**src/common/mipsPkg.sv**
```systemverilog
package mipsPkg;

	// primary opcodes
	localparam logic [5:0] opSpecial = 6'h00;
	localparam logic [5:0] opJ       = 6'h02;
	localparam logic [5:0] opBeq     = 6'h04;
	localparam logic [5:0] opBne     = 6'h05;
	localparam logic [5:0] opAddiu   = 6'h09;
	localparam logic [5:0] opOri     = 6'h0d;
	localparam logic [5:0] opLui     = 6'h0f;
	localparam logic [5:0] opLw      = 6'h23;
	localparam logic [5:0] opSw      = 6'h2b;

	// funct field of the special opcode
	localparam logic [5:0] fnAddu = 6'h21;
	localparam logic [5:0] fnSubu = 6'h23;
	localparam logic [5:0] fnAnd  = 6'h24;
	localparam logic [5:0] fnOr   = 6'h25;
	localparam logic [5:0] fnSlt  = 6'h2a;

	// execute operand sources
	localparam logic [1:0] fwdNone = 2'b00;
	localparam logic [1:0] fwdWb   = 2'b01;
	localparam logic [1:0] fwdMem  = 2'b10;

	typedef enum logic [2:0] {
		aluAdd,
		aluSub,
		aluAnd,
		aluOr,
		aluSlt,
		aluLui
	} aluOp;

	typedef struct packed {
		logic regWrite;
		logic memToReg;
		logic memWrite;
		logic aluSrcImm;
		logic regDstRd;
		logic zeroExtImm;
		logic branchEq;
		logic branchNe;
		logic jump;
		aluOp aluControl;
	} ctrlBundle;

	typedef struct packed {
		logic [31:0] pc;
		logic [31:0] rsVal;
		logic [31:0] rtVal;
		logic [31:0] imm;
		logic [4:0]  rs;
		logic [4:0]  rt;
		logic [4:0]  dest;
		ctrlBundle   ctrl;
	} idExBundle;

	typedef struct packed {
		logic [31:0] pc;
		logic [31:0] aluResult;
		logic [31:0] storeData;
		logic [4:0]  dest;
		logic        regWrite;
		logic        memToReg;
		logic        memWrite;
	} exMemBundle;

	typedef struct packed {
		logic [31:0] pc;
		logic [31:0] result;
		logic [4:0]  dest;
		logic        regWrite;
	} memWbBundle;

	typedef struct packed {
		logic        memWrite;
		logic [3:0]  byteEnable;
		logic [31:0] addr;
		logic [31:0] writeData;
	} dataReq;

	typedef struct packed {
		logic [31:0] pc;
		logic        wen;
		logic [4:0]  wnum;
		logic [31:0] wdata;
	} debugWb;

endpackage

```
**src/datapath/datapath.sv**
```systemverilog
`timescale 1ns/1ps

module datapath #(
	parameter logic [31:0] resetPc = 32'hBFC00000
) (
	input  logic               clk,
	input  logic               arstN,
	output logic [31:0]        pcF,
	input  logic [31:0]        instrF,
	output mipsPkg::dataReq    dataOut,
	input  logic [31:0]        readData,
	output mipsPkg::debugWb    debugOut,
	output logic [31:0]        instrD,
	input  mipsPkg::ctrlBundle ctrlD,
	output logic [4:0]         rsD,
	output logic [4:0]         rtD,
	output logic               branchD,
	output logic [4:0]         rsE,
	output logic [4:0]         rtE,
	output logic [4:0]         destE,
	output logic               regWriteE,
	output logic               memToRegE,
	output logic [4:0]         destM,
	output logic               regWriteM,
	output logic               memToRegM,
	output logic [4:0]         destW,
	output logic               regWriteW,
	output logic               redirectD,
	input  logic               stallF,
	input  logic               stallD,
	input  logic               flushD,
	input  logic               flushE,
	input  logic               forwardAD,
	input  logic               forwardBD,
	input  logic [1:0]         forwardAE,
	input  logic [1:0]         forwardBE,
	output logic [4:0]         rfRaddrA,
	output logic [4:0]         rfRaddrB,
	input  logic [31:0]        rfRdataA,
	input  logic [31:0]        rfRdataB,
	output logic               rfWen,
	output logic [4:0]         rfWaddr,
	output logic [31:0]        rfWdata
);

	logic [31:0] pcNext;
	logic [31:0] pcD;
	logic [31:0] pcPlus4D;
	logic [31:0] immD;
	logic [31:0] branchTargetD;
	logic [31:0] jumpTargetD;
	logic [31:0] srcAD;
	logic [31:0] srcBD;
	logic        takenD;
	logic [31:0] srcAE;
	logic [31:0] srcBE;
	logic [31:0] aluResultE;
	logic [31:0] resultM;
	mipsPkg::idExBundle  idExNext;
	mipsPkg::idExBundle  idEx;
	mipsPkg::exMemBundle exMemNext;
	mipsPkg::exMemBundle exMem;
	mipsPkg::memWbBundle memWbNext;
	mipsPkg::memWbBundle memWb;

	// redirect comes straight from decode
	assign pcNext = ctrlD.jump ? jumpTargetD : takenD ? branchTargetD : pcF + 32'd4;

	always_ff @(posedge clk or negedge arstN) begin
		if (!arstN) begin
			pcF <= resetPc;
		end else if (!stallF) begin
			pcF <= pcNext;
		end
	end

	pipeStage #(.payloadType(logic [31:0])) u_instrD (
		.clk(clk), .arstN(arstN), .enable(!stallD), .flush(flushD), .d(instrF), .q(instrD)
	);
	pipeStage #(.payloadType(logic [31:0])) u_pcD (
		.clk(clk), .arstN(arstN), .enable(!stallD), .flush(flushD), .d(pcF), .q(pcD)
	);

	// decode
	assign rsD      = instrD[25:21];
	assign rtD      = instrD[20:16];
	assign rfRaddrA = rsD;
	assign rfRaddrB = rtD;
	assign pcPlus4D = pcD + 32'd4;
	assign immD     = ctrlD.zeroExtImm ? {16'd0, instrD[15:0]} :
		{{16{instrD[15]}}, instrD[15:0]};
	assign branchTargetD = pcPlus4D + {immD[29:0], 2'b00};
	assign jumpTargetD   = {pcPlus4D[31:28], instrD[25:0], 2'b00};

	assign srcAD     = forwardAD ? exMem.aluResult : rfRdataA;
	assign srcBD     = forwardBD ? exMem.aluResult : rfRdataB;
	assign branchD   = ctrlD.branchEq || ctrlD.branchNe;
	assign takenD    = (ctrlD.branchEq && srcAD == srcBD) || (ctrlD.branchNe && srcAD != srcBD);
	assign redirectD = takenD || ctrlD.jump;

	always_comb begin
		idExNext.pc    = pcD;
		idExNext.rsVal = rfRdataA;
		idExNext.rtVal = rfRdataB;
		idExNext.imm   = immD;
		idExNext.rs    = rsD;
		idExNext.rt    = rtD;
		idExNext.dest  = ctrlD.regDstRd ? instrD[15:11] : rtD;
		idExNext.ctrl  = ctrlD;
	end

	pipeStage #(.payloadType(mipsPkg::idExBundle)) u_idEx (
		.clk(clk), .arstN(arstN), .enable(1'b1), .flush(flushE), .d(idExNext), .q(idEx)
	);

	// execute
	assign rsE       = idEx.rs;
	assign rtE       = idEx.rt;
	assign destE     = idEx.dest;
	assign regWriteE = idEx.ctrl.regWrite;
	assign memToRegE = idEx.ctrl.memToReg;

	assign srcAE = (forwardAE == mipsPkg::fwdMem) ? exMem.aluResult :
		(forwardAE == mipsPkg::fwdWb) ? memWb.result : idEx.rsVal;
	assign srcBE = (forwardBE == mipsPkg::fwdMem) ? exMem.aluResult :
		(forwardBE == mipsPkg::fwdWb) ? memWb.result : idEx.rtVal;

	aluUnit u_alu (
		.opA(srcAE),
		.opB(idEx.ctrl.aluSrcImm ? idEx.imm : srcBE),
		.op(idEx.ctrl.aluControl),
		.result(aluResultE)
	);

	always_comb begin
		exMemNext.pc        = idEx.pc;
		exMemNext.aluResult = aluResultE;
		// store data is the forwarded rt value
		exMemNext.storeData = srcBE;
		exMemNext.dest      = idEx.dest;
		exMemNext.regWrite  = idEx.ctrl.regWrite;
		exMemNext.memToReg  = idEx.ctrl.memToReg;
		exMemNext.memWrite  = idEx.ctrl.memWrite;
	end

	pipeStage #(.payloadType(mipsPkg::exMemBundle)) u_exMem (
		.clk(clk), .arstN(arstN), .enable(1'b1), .flush(1'b0), .d(exMemNext), .q(exMem)
	);

	// memory stage does word accesses only
	assign destM     = exMem.dest;
	assign regWriteM = exMem.regWrite;
	assign memToRegM = exMem.memToReg;

	assign dataOut.memWrite   = exMem.memWrite;
	assign dataOut.byteEnable = {4{exMem.memWrite}};
	assign dataOut.addr       = exMem.aluResult;
	assign dataOut.writeData  = exMem.storeData;

	assign resultM = exMem.memToReg ? readData : exMem.aluResult;

	always_comb begin
		memWbNext.pc       = exMem.pc;
		memWbNext.result   = resultM;
		memWbNext.dest     = exMem.dest;
		memWbNext.regWrite = exMem.regWrite;
	end

	pipeStage #(.payloadType(mipsPkg::memWbBundle)) u_memWb (
		.clk(clk), .arstN(arstN), .enable(1'b1), .flush(1'b0), .d(memWbNext), .q(memWb)
	);

	// r0 targets retire silently in writeback
	assign destW     = memWb.dest;
	assign regWriteW = memWb.regWrite;
	assign rfWen     = memWb.regWrite && memWb.dest != 5'd0;
	assign rfWaddr   = memWb.dest;
	assign rfWdata   = memWb.result;

	assign debugOut.pc    = memWb.pc;
	assign debugOut.wen   = rfWen;
	assign debugOut.wnum  = memWb.dest;
	assign debugOut.wdata = memWb.result;

endmodule

```
**src/logic/aluUnit.sv**
```systemverilog
`timescale 1ns/1ps

module aluUnit (
	input  logic [31:0]   opA,
	input  logic [31:0]   opB,
	input  mipsPkg::aluOp op,
	output logic [31:0]   result
);

	logic lessThan;

	// signed compare for slt
	assign lessThan = $signed(opA) < $signed(opB);

	always_comb begin
		case (op)
			mipsPkg::aluAdd: begin
				result = opA + opB;
			end
			mipsPkg::aluSub: begin
				result = opA - opB;
			end
			mipsPkg::aluAnd: begin
				result = opA & opB;
			end
			mipsPkg::aluOr: begin
				result = opA | opB;
			end
			mipsPkg::aluSlt: begin
				result = {31'd0, lessThan};
			end
			// immediate lands in the upper half
			mipsPkg::aluLui: begin
				result = {opB[15:0], 16'd0};
			end
			default: begin
				result = 32'd0;
			end
		endcase
	end

endmodule

```
**src/logic/controlDecoder.sv**
```systemverilog
`timescale 1ns/1ps

module controlDecoder (
	input  logic [31:0]        instr,
	output mipsPkg::ctrlBundle ctrl
);

	logic [5:0] opcode;
	logic [5:0] funct;

	assign opcode = instr[31:26];
	assign funct  = instr[5:0];

	always_comb begin
		ctrl = '0;
		case (opcode)
			mipsPkg::opSpecial: begin
				ctrl.regWrite = 1'b1;
				ctrl.regDstRd = 1'b1;
				case (funct)
					mipsPkg::fnAddu: ctrl.aluControl = mipsPkg::aluAdd;
					mipsPkg::fnSubu: ctrl.aluControl = mipsPkg::aluSub;
					mipsPkg::fnAnd:  ctrl.aluControl = mipsPkg::aluAnd;
					mipsPkg::fnOr:   ctrl.aluControl = mipsPkg::aluOr;
					mipsPkg::fnSlt:  ctrl.aluControl = mipsPkg::aluSlt;
					// sll r0 and anything else unsupported becomes a nop
					default:         ctrl = '0;
				endcase
			end
			mipsPkg::opAddiu: begin
				ctrl.regWrite   = 1'b1;
				ctrl.aluSrcImm  = 1'b1;
				ctrl.aluControl = mipsPkg::aluAdd;
			end
			mipsPkg::opOri: begin
				ctrl.regWrite   = 1'b1;
				ctrl.aluSrcImm  = 1'b1;
				ctrl.zeroExtImm = 1'b1;
				ctrl.aluControl = mipsPkg::aluOr;
			end
			mipsPkg::opLui: begin
				ctrl.regWrite   = 1'b1;
				ctrl.aluSrcImm  = 1'b1;
				ctrl.aluControl = mipsPkg::aluLui;
			end
			mipsPkg::opLw: begin
				ctrl.regWrite   = 1'b1;
				ctrl.memToReg   = 1'b1;
				ctrl.aluSrcImm  = 1'b1;
				ctrl.aluControl = mipsPkg::aluAdd;
			end
			mipsPkg::opSw: begin
				ctrl.memWrite   = 1'b1;
				ctrl.aluSrcImm  = 1'b1;
				ctrl.aluControl = mipsPkg::aluAdd;
			end
			mipsPkg::opBeq: ctrl.branchEq = 1'b1;
			mipsPkg::opBne: ctrl.branchNe = 1'b1;
			mipsPkg::opJ:   ctrl.jump     = 1'b1;
			default:        ctrl = '0;
		endcase
	end

endmodule

```
**src/logic/hazardUnit.sv**
```systemverilog
`timescale 1ns/1ps

module hazardUnit (
	input  logic [4:0] rsD,
	input  logic [4:0] rtD,
	input  logic       branchD,
	input  logic [4:0] rsE,
	input  logic [4:0] rtE,
	input  logic [4:0] destE,
	input  logic       regWriteE,
	input  logic       memToRegE,
	input  logic [4:0] destM,
	input  logic       regWriteM,
	input  logic       memToRegM,
	input  logic [4:0] destW,
	input  logic       regWriteW,
	input  logic       redirectD,
	output logic       stallF,
	output logic       stallD,
	output logic       flushD,
	output logic       flushE,
	output logic       forwardAD,
	output logic       forwardBD,
	output logic [1:0] forwardAE,
	output logic [1:0] forwardBE
);

	logic usesE;
	logic usesM;
	logic loadStall;
	logic branchStall;

	// decode sources that match a live destination further down
	assign usesE = destE != 5'd0 && (destE == rsD || destE == rtD);
	assign usesM = destM != 5'd0 && (destM == rsD || destM == rtD);

	assign loadStall   = memToRegE && usesE;
	assign branchStall = branchD && ((regWriteE && usesE) || (memToRegM && usesM));

	assign stallF = loadStall || branchStall;
	assign stallD = stallF;
	assign flushE = stallF;
	assign flushD = redirectD && !stallF;

	// decode compare takes the memory-stage ALU result
	assign forwardAD = rsD != 5'd0 && regWriteM && destM == rsD;
	assign forwardBD = rtD != 5'd0 && regWriteM && destM == rtD;

	// memory stage is younger, so it is checked first
	assign forwardAE = (rsE != 5'd0 && regWriteM && destM == rsE) ? mipsPkg::fwdMem :
		(rsE != 5'd0 && regWriteW && destW == rsE) ? mipsPkg::fwdWb : mipsPkg::fwdNone;
	assign forwardBE = (rtE != 5'd0 && regWriteM && destM == rtE) ? mipsPkg::fwdMem :
		(rtE != 5'd0 && regWriteW && destW == rtE) ? mipsPkg::fwdWb : mipsPkg::fwdNone;

endmodule

```
**src/logic/mipsCore.sv**
```systemverilog
`timescale 1ns/1ps

module mipsCore #(
	parameter logic [31:0] resetPc = 32'hBFC00000
) (
	input  logic            clk,
	input  logic            arstN,
	output logic [31:0]     pcF,
	input  logic [31:0]     instrF,
	output mipsPkg::dataReq dataOut,
	input  logic [31:0]     readData,
	output mipsPkg::debugWb debugOut
);

	logic [31:0]        instrD;
	mipsPkg::ctrlBundle ctrlD;
	logic [4:0]         rsD, rtD, rsE, rtE, destE, destM, destW;
	logic               branchD, regWriteE, memToRegE, regWriteM, memToRegM, regWriteW;
	logic               redirectD, stallF, stallD, flushD, flushE;
	logic               forwardAD, forwardBD;
	logic [1:0]         forwardAE, forwardBE;
	logic [4:0]         rfRaddrA, rfRaddrB, rfWaddr;
	logic [31:0]        rfRdataA, rfRdataB, rfWdata;
	logic               rfWen;

	datapath #(.resetPc(resetPc)) u_datapath (.*);

	controlDecoder u_controlDecoder (
		.instr(instrD),
		.ctrl(ctrlD)
	);

	hazardUnit u_hazardUnit (.*);

	regFile u_regFile (
		.clk(clk),
		.arstN(arstN),
		.raddrA(rfRaddrA),
		.raddrB(rfRaddrB),
		.rdataA(rfRdataA),
		.rdataB(rfRdataB),
		.wen(rfWen),
		.waddr(rfWaddr),
		.wdata(rfWdata)
	);

endmodule

```
**src/logic/pipeStage.sv**
```systemverilog
`timescale 1ns/1ps

module pipeStage #(
	parameter type payloadType = logic [31:0]
) (
	input  logic       clk,
	input  logic       arstN,
	input  logic       enable,
	input  logic       flush,
	input  payloadType d,
	output payloadType q
);

	// an all-zero payload is a bubble
	always_ff @(posedge clk or negedge arstN) begin
		if (!arstN) begin
			q <= '0;
		end else if (flush) begin
			q <= '0;
		end else if (enable) begin
			q <= d;
		end
	end

endmodule

```
**src/logic/regFile.sv**
```systemverilog
`timescale 1ns/1ps

module regFile (
	input  logic        clk,
	input  logic        arstN,
	input  logic [4:0]  raddrA,
	input  logic [4:0]  raddrB,
	output logic [31:0] rdataA,
	output logic [31:0] rdataB,
	input  logic        wen,
	input  logic [4:0]  waddr,
	input  logic [31:0] wdata
);

	logic [31:0] regs [32];

	always_ff @(posedge clk or negedge arstN) begin
		if (!arstN) begin
			for (int i = 0; i < 32; i++) begin
				regs[i] <= '0;
			end
		end else if (wen && waddr != 5'd0) begin
			regs[waddr] <= wdata;
		end
	end

	// writeback data in the same cycle wins over the stored word
	assign rdataA = (raddrA == 5'd0) ? 32'd0 :
		(wen && waddr == raddrA) ? wdata : regs[raddrA];
	assign rdataB = (raddrB == 5'd0) ? 32'd0 :
		(wen && waddr == raddrB) ? wdata : regs[raddrB];

endmodule

```
**config.mk**
```make
export PLATFORM = sky130hd
export DESIGN_NAME = mipsCore
export DESIGN_NICKNAME = d
export VERILOG_FILES = /design/src/common/mipsPkg.sv /design/src/datapath/datapath.sv /design/src/logic/aluUnit.sv /design/src/logic/controlDecoder.sv /design/src/logic/hazardUnit.sv /design/src/logic/mipsCore.sv /design/src/logic/pipeStage.sv /design/src/logic/regFile.sv
export SDC_FILE = /design/constraint.sdc
export NUM_CORES = 2
export LEC_CHECK = 0
export BUFFER_PORTS_ARGS = -buffer_cell sky130_fd_sc_hd__buf_2
export CELL_PAD_IN_SITES_DETAIL_PLACEMENT = 1
export CELL_PAD_IN_SITES_GLOBAL_PLACEMENT = 2
export CORE_ASPECT_RATIO = 0.5
export CORE_UTILIZATION = 44
export DETAILED_ROUTE_END_ITERATION = 16
export MAX_ROUTING_LAYER = met4
export PLACE_DENSITY = 0.85
export SYNTH_ARGS = -nofsm -noshare
export SYNTH_HDL_FRONTEND = slang
export SYNTH_SLANG_ARGS = --single-unit
export TNS_END_PERCENT = 50
```
**constraint.sdc**
```tcl
create_clock -name clk -period 7.1 [get_ports clk]
set_clock_uncertainty 0.15 [all_clocks]
set_input_delay 2.13 -clock clk [delete_from_list [all_inputs] [get_ports clk]]
set_output_delay 2.13 -clock clk [all_outputs]
set_load 0.005 [all_outputs]
```
==> key figures <==
Status
  – Outcome: finished with violations
  – Failing checks: max-capacitance violations, max-slew violations

Synthesis
  – Yosys reg bits: 1429
  – Cell taking the most area after synthesis: dfrtp_1
  – Sequential fraction of the synthesis area: 0.448
  – Yosys warns: 0
  – Post-Syn Area: 79900 sq um
  – Ys flop type: dfrtp_1
  – Syn Nets: approximately 6800
  – Synth cell types: 96
  – Most common cell in the netlist: dfrtp_1
  – Synth Instances: between 6000 and 7000
  – Ys async rst share: 1.00
  – Yosys top cell area share: 0.445
  – Post-synth EDFFs: 0
  – Syn_area_per_cell: between 10 and 15 sq um
  – Commonest cells post-synth: dfrtp_1 (1420), mux2_2 (987), clkbuf_1 (426)
  – Synth area leaders: dfrtp_1 (44%), mux2_2 (14%), mux4_2 (12%)

Routing
  – Routed vias/inst: around 6.8
  – WL final: about 340 mm
  – 1st-iter DRT viols: just over 8000
  – Pre-antenna DRT Iters: 5
  – Routed vias: between 60000 and 70000
  – WL met3: 40.0 mm
  – DRC violations left: 0
  – Met2 wire len: 143 mm
  – Wire length per cell after detailed routing: between 30 and 40 um
  – Uppermost layer routed: met4
  – Metal1 wirelength: ~140 mm
  – Detail Route Antenna Nets: 0

Place
  – Placed cell count: roughly 9000
  – Detail Placement HPWL: ~220 mm
  – Port Buffers: ~240
  – Placer Congestion: roughly 0.95

Global route
  – Number of global-route vias before repair: around 63000
  – Largest net degree at the start of global routing: around 160
  – Global-route wire length before repair: between 400 and 500 mm
  – Aggregate global-route resource usage: 0.374
  – GRT overflow: 0
  – Initial antenna violation count: 26

Floorplan
  – Die height: approximately 300 um
  – Die Area: around 180000 sq um
  – Die Width: between 600 and 700 um
  – Row count: 110
  – Initial core utilization: 0.444
  – Core box area: between 150000 and 200000 sq um
  – I/O pin count: ~240

Critical path
  – Flop2flop setup slack: 0.24 ns
  – Crit. End Element: flip-flop
  – Startpoint types: flip-flop
  – CP required: ~7.7 ns
  – Crit-path max FO: 28
  – Crit path DAT: approximately 7.4 ns
  – Setup CP Type: reg -> reg

Power and ir drop
  – VDD IR max: 0.187 mV
  – Power density over the cells: roughly 250 nW/um^2
  – LEAKAGE: just over 0.04 uW

Clock network
  – Clock-pin slew on the worst setup and hold paths: ~0.070 ns
  – Clock Path Buffers: 4
  – Worst-skew pair later-pin latency: ~0.85 ns
  – CTS Buf Count: between 100 and 150
  – Clk sinks: around 1400
  – Setup repair bufs after CTS: 0
  – CTS tree: built
  – Clock root buffer: clkbuf_16
  – H-Tree Depth: 4
  – Post-CTS Hold Buffers: 0

STA
  – Final Slew Violations: 7
  – Slew HR: -0.0106
  – Final period utilization: 0.967
  – Final hold violation count: 0
  – Setup TNS: 0 ns
  – Post-layout min period: a little under 7 ns
  – Final setup viols: 0
  – RSZ-0062 raised after global routing: no
  – Fmax: 146 MHz
  – Worst Tran Pin Value: ~1.5 ns

Min path
  – Worst hold path type: reg -> reg

Cells and area
  – Area Overhead vs Synth: 10.9%
  – Fraction of layout cells with a size suffix above 1: 0.342
  – Non-filler cells, final: between 9000 and 10000
  – # nets final: 6794

Run
  – Max Cap Viol: 1
## placed cells by master (no fill, tap or decap), types with 36 or more instances in the layout
cell type / count
buf_4: 253
mux2i_1: 377
and2_1: 66
buf_12: 37
mux2_2: 987
a21o_1: 43
xor2_1: 53
a21oi_1: 183
nand2_1: 393
clkbuf_16: 145
a22o_1: 36
a31oi_1: 43
dfrtp_1: 1407
and3_1: 43
nand3_1: 106
mux4_2: 421
nor3_1: 59
o21ai_0: 258
buf_2: 235
inv_1: 122
o22ai_1: 58
xnor2_1: 121
a211oi_1: 37
ha_1: 144
a22oi_1: 114
nor2_1: 262
## critical path: stages (launching register included)
cell and delay [ns]:
dfrtp_2 1.14, nand2_1 0.99, buf_4 0.44, o22a_1 0.28, a31oi_1 0.83, a31oi_1 0.22, xnor2_1 0.26, o31ai_1 0.15
a211oi_1 0.20, and4_1 0.23, nand4_1 0.20, buf_4 0.30, mux2i_4 0.22, buf_4 0.32, nor2_4 0.07, buf_12 0.16
nand2_1 0.05, nand2_1 0.05, a221o_1 0.38
## cell type report
type / count / area (sq um)
antenna: 20 / 50.0
clock buffer: 199 / 4130
clock inverter: 51 / 508
fill: 18400 / 91600
inverter: 127 / 477
multi-input combinational: 4353 / 40800
sequential: 1429 / 35800
tap: 2408 / 3010
timing repair buffer: 526 / 3830
## state kept, by name (all words and copies together), names as in the netlist
name	count
u_datapath.u_memWb.q	70
u_datapath.u_instrD.q	32
u_datapath.u_exMem.q	104
u_datapath.u_pcD.q	32
u_datapath.pcF	32
u_regFile.regs	1024
u_datapath.u_idEx.q	135
## per-stage QoR
step	cell area [sq um]	worst slack [ns]	hold slack (ns)	total power, uW	utilization
finish	88600	0.235	0.199	22500	0.492
CTS	88500	0.218	0.201	22400	0.491
detailed placement	83900	0.269	0.186	14600	0.466
global placement	83900	0.247	0.181	14400	0.466
global route	88600	0.0187	0.210	23200	0.492
floorplan	79900	0.496	0.181	12400	-
## cell families (layout without fill, tap and decap cells)
logic type	Yosys count	count (layout)	share of synthesized area
DFF	1429	1429	0.448
buffers and inverters	806	903	0.0461
and+or+nand+nor	1187	1187	0.0704
xor gates and xnor gates	175	175	0.0193
AOI/OAI and AO/OA	1057	1057	0.0879
adders and majority gates	147	147	0.0233
muxes	1787	1787	0.305
other	0	20	0
## routing by layer
layer	vias to the layer above	global-route usage
met5	-	-
li1	24200	-
met1	32900	0.496
met2	3548	0.525
met4	0	0.158
met3	864	0.123
## what timing repair did
item | in CTS | in global routing
gates resized for setup | 0 | 5
setup endpoints to repair | 0 | 3
endpoints found under the hold margin | 0 | 0
## final timing paths
| path | from | end | cells after the start |
|---|---|---|---|
| min in group asynchronous | arstN | u_datapath.u_exMem.q[28] | 1 |
| hold / removal | u_datapath.u_idEx.q[153] | u_datapath.u_exMem.q[102] | 0 |
| max in group asynchronous | arstN | u_regFile.regs[832] | 2 |
| hold reg to reg | u_datapath.u_idEx.q[153] | u_datapath.u_exMem.q[102] | 0 |
| setup / recovery | u_datapath.u_instrD.q[20] | u_datapath.pcF[30] | 18 |
| setup reg to reg | u_datapath.u_instrD.q[20] | u_datapath.pcF[30] | 18 |
## power by group
group	leakage (uW)	total, uW	switching (uW)	internal (uW)
combinational	0.0191	4650	2850	1810
clock	0.00229	7910	3530	4370
sequential	0.0194	9970	1020	8940
No activity file was read; power rests on OpenSTA's default activity.
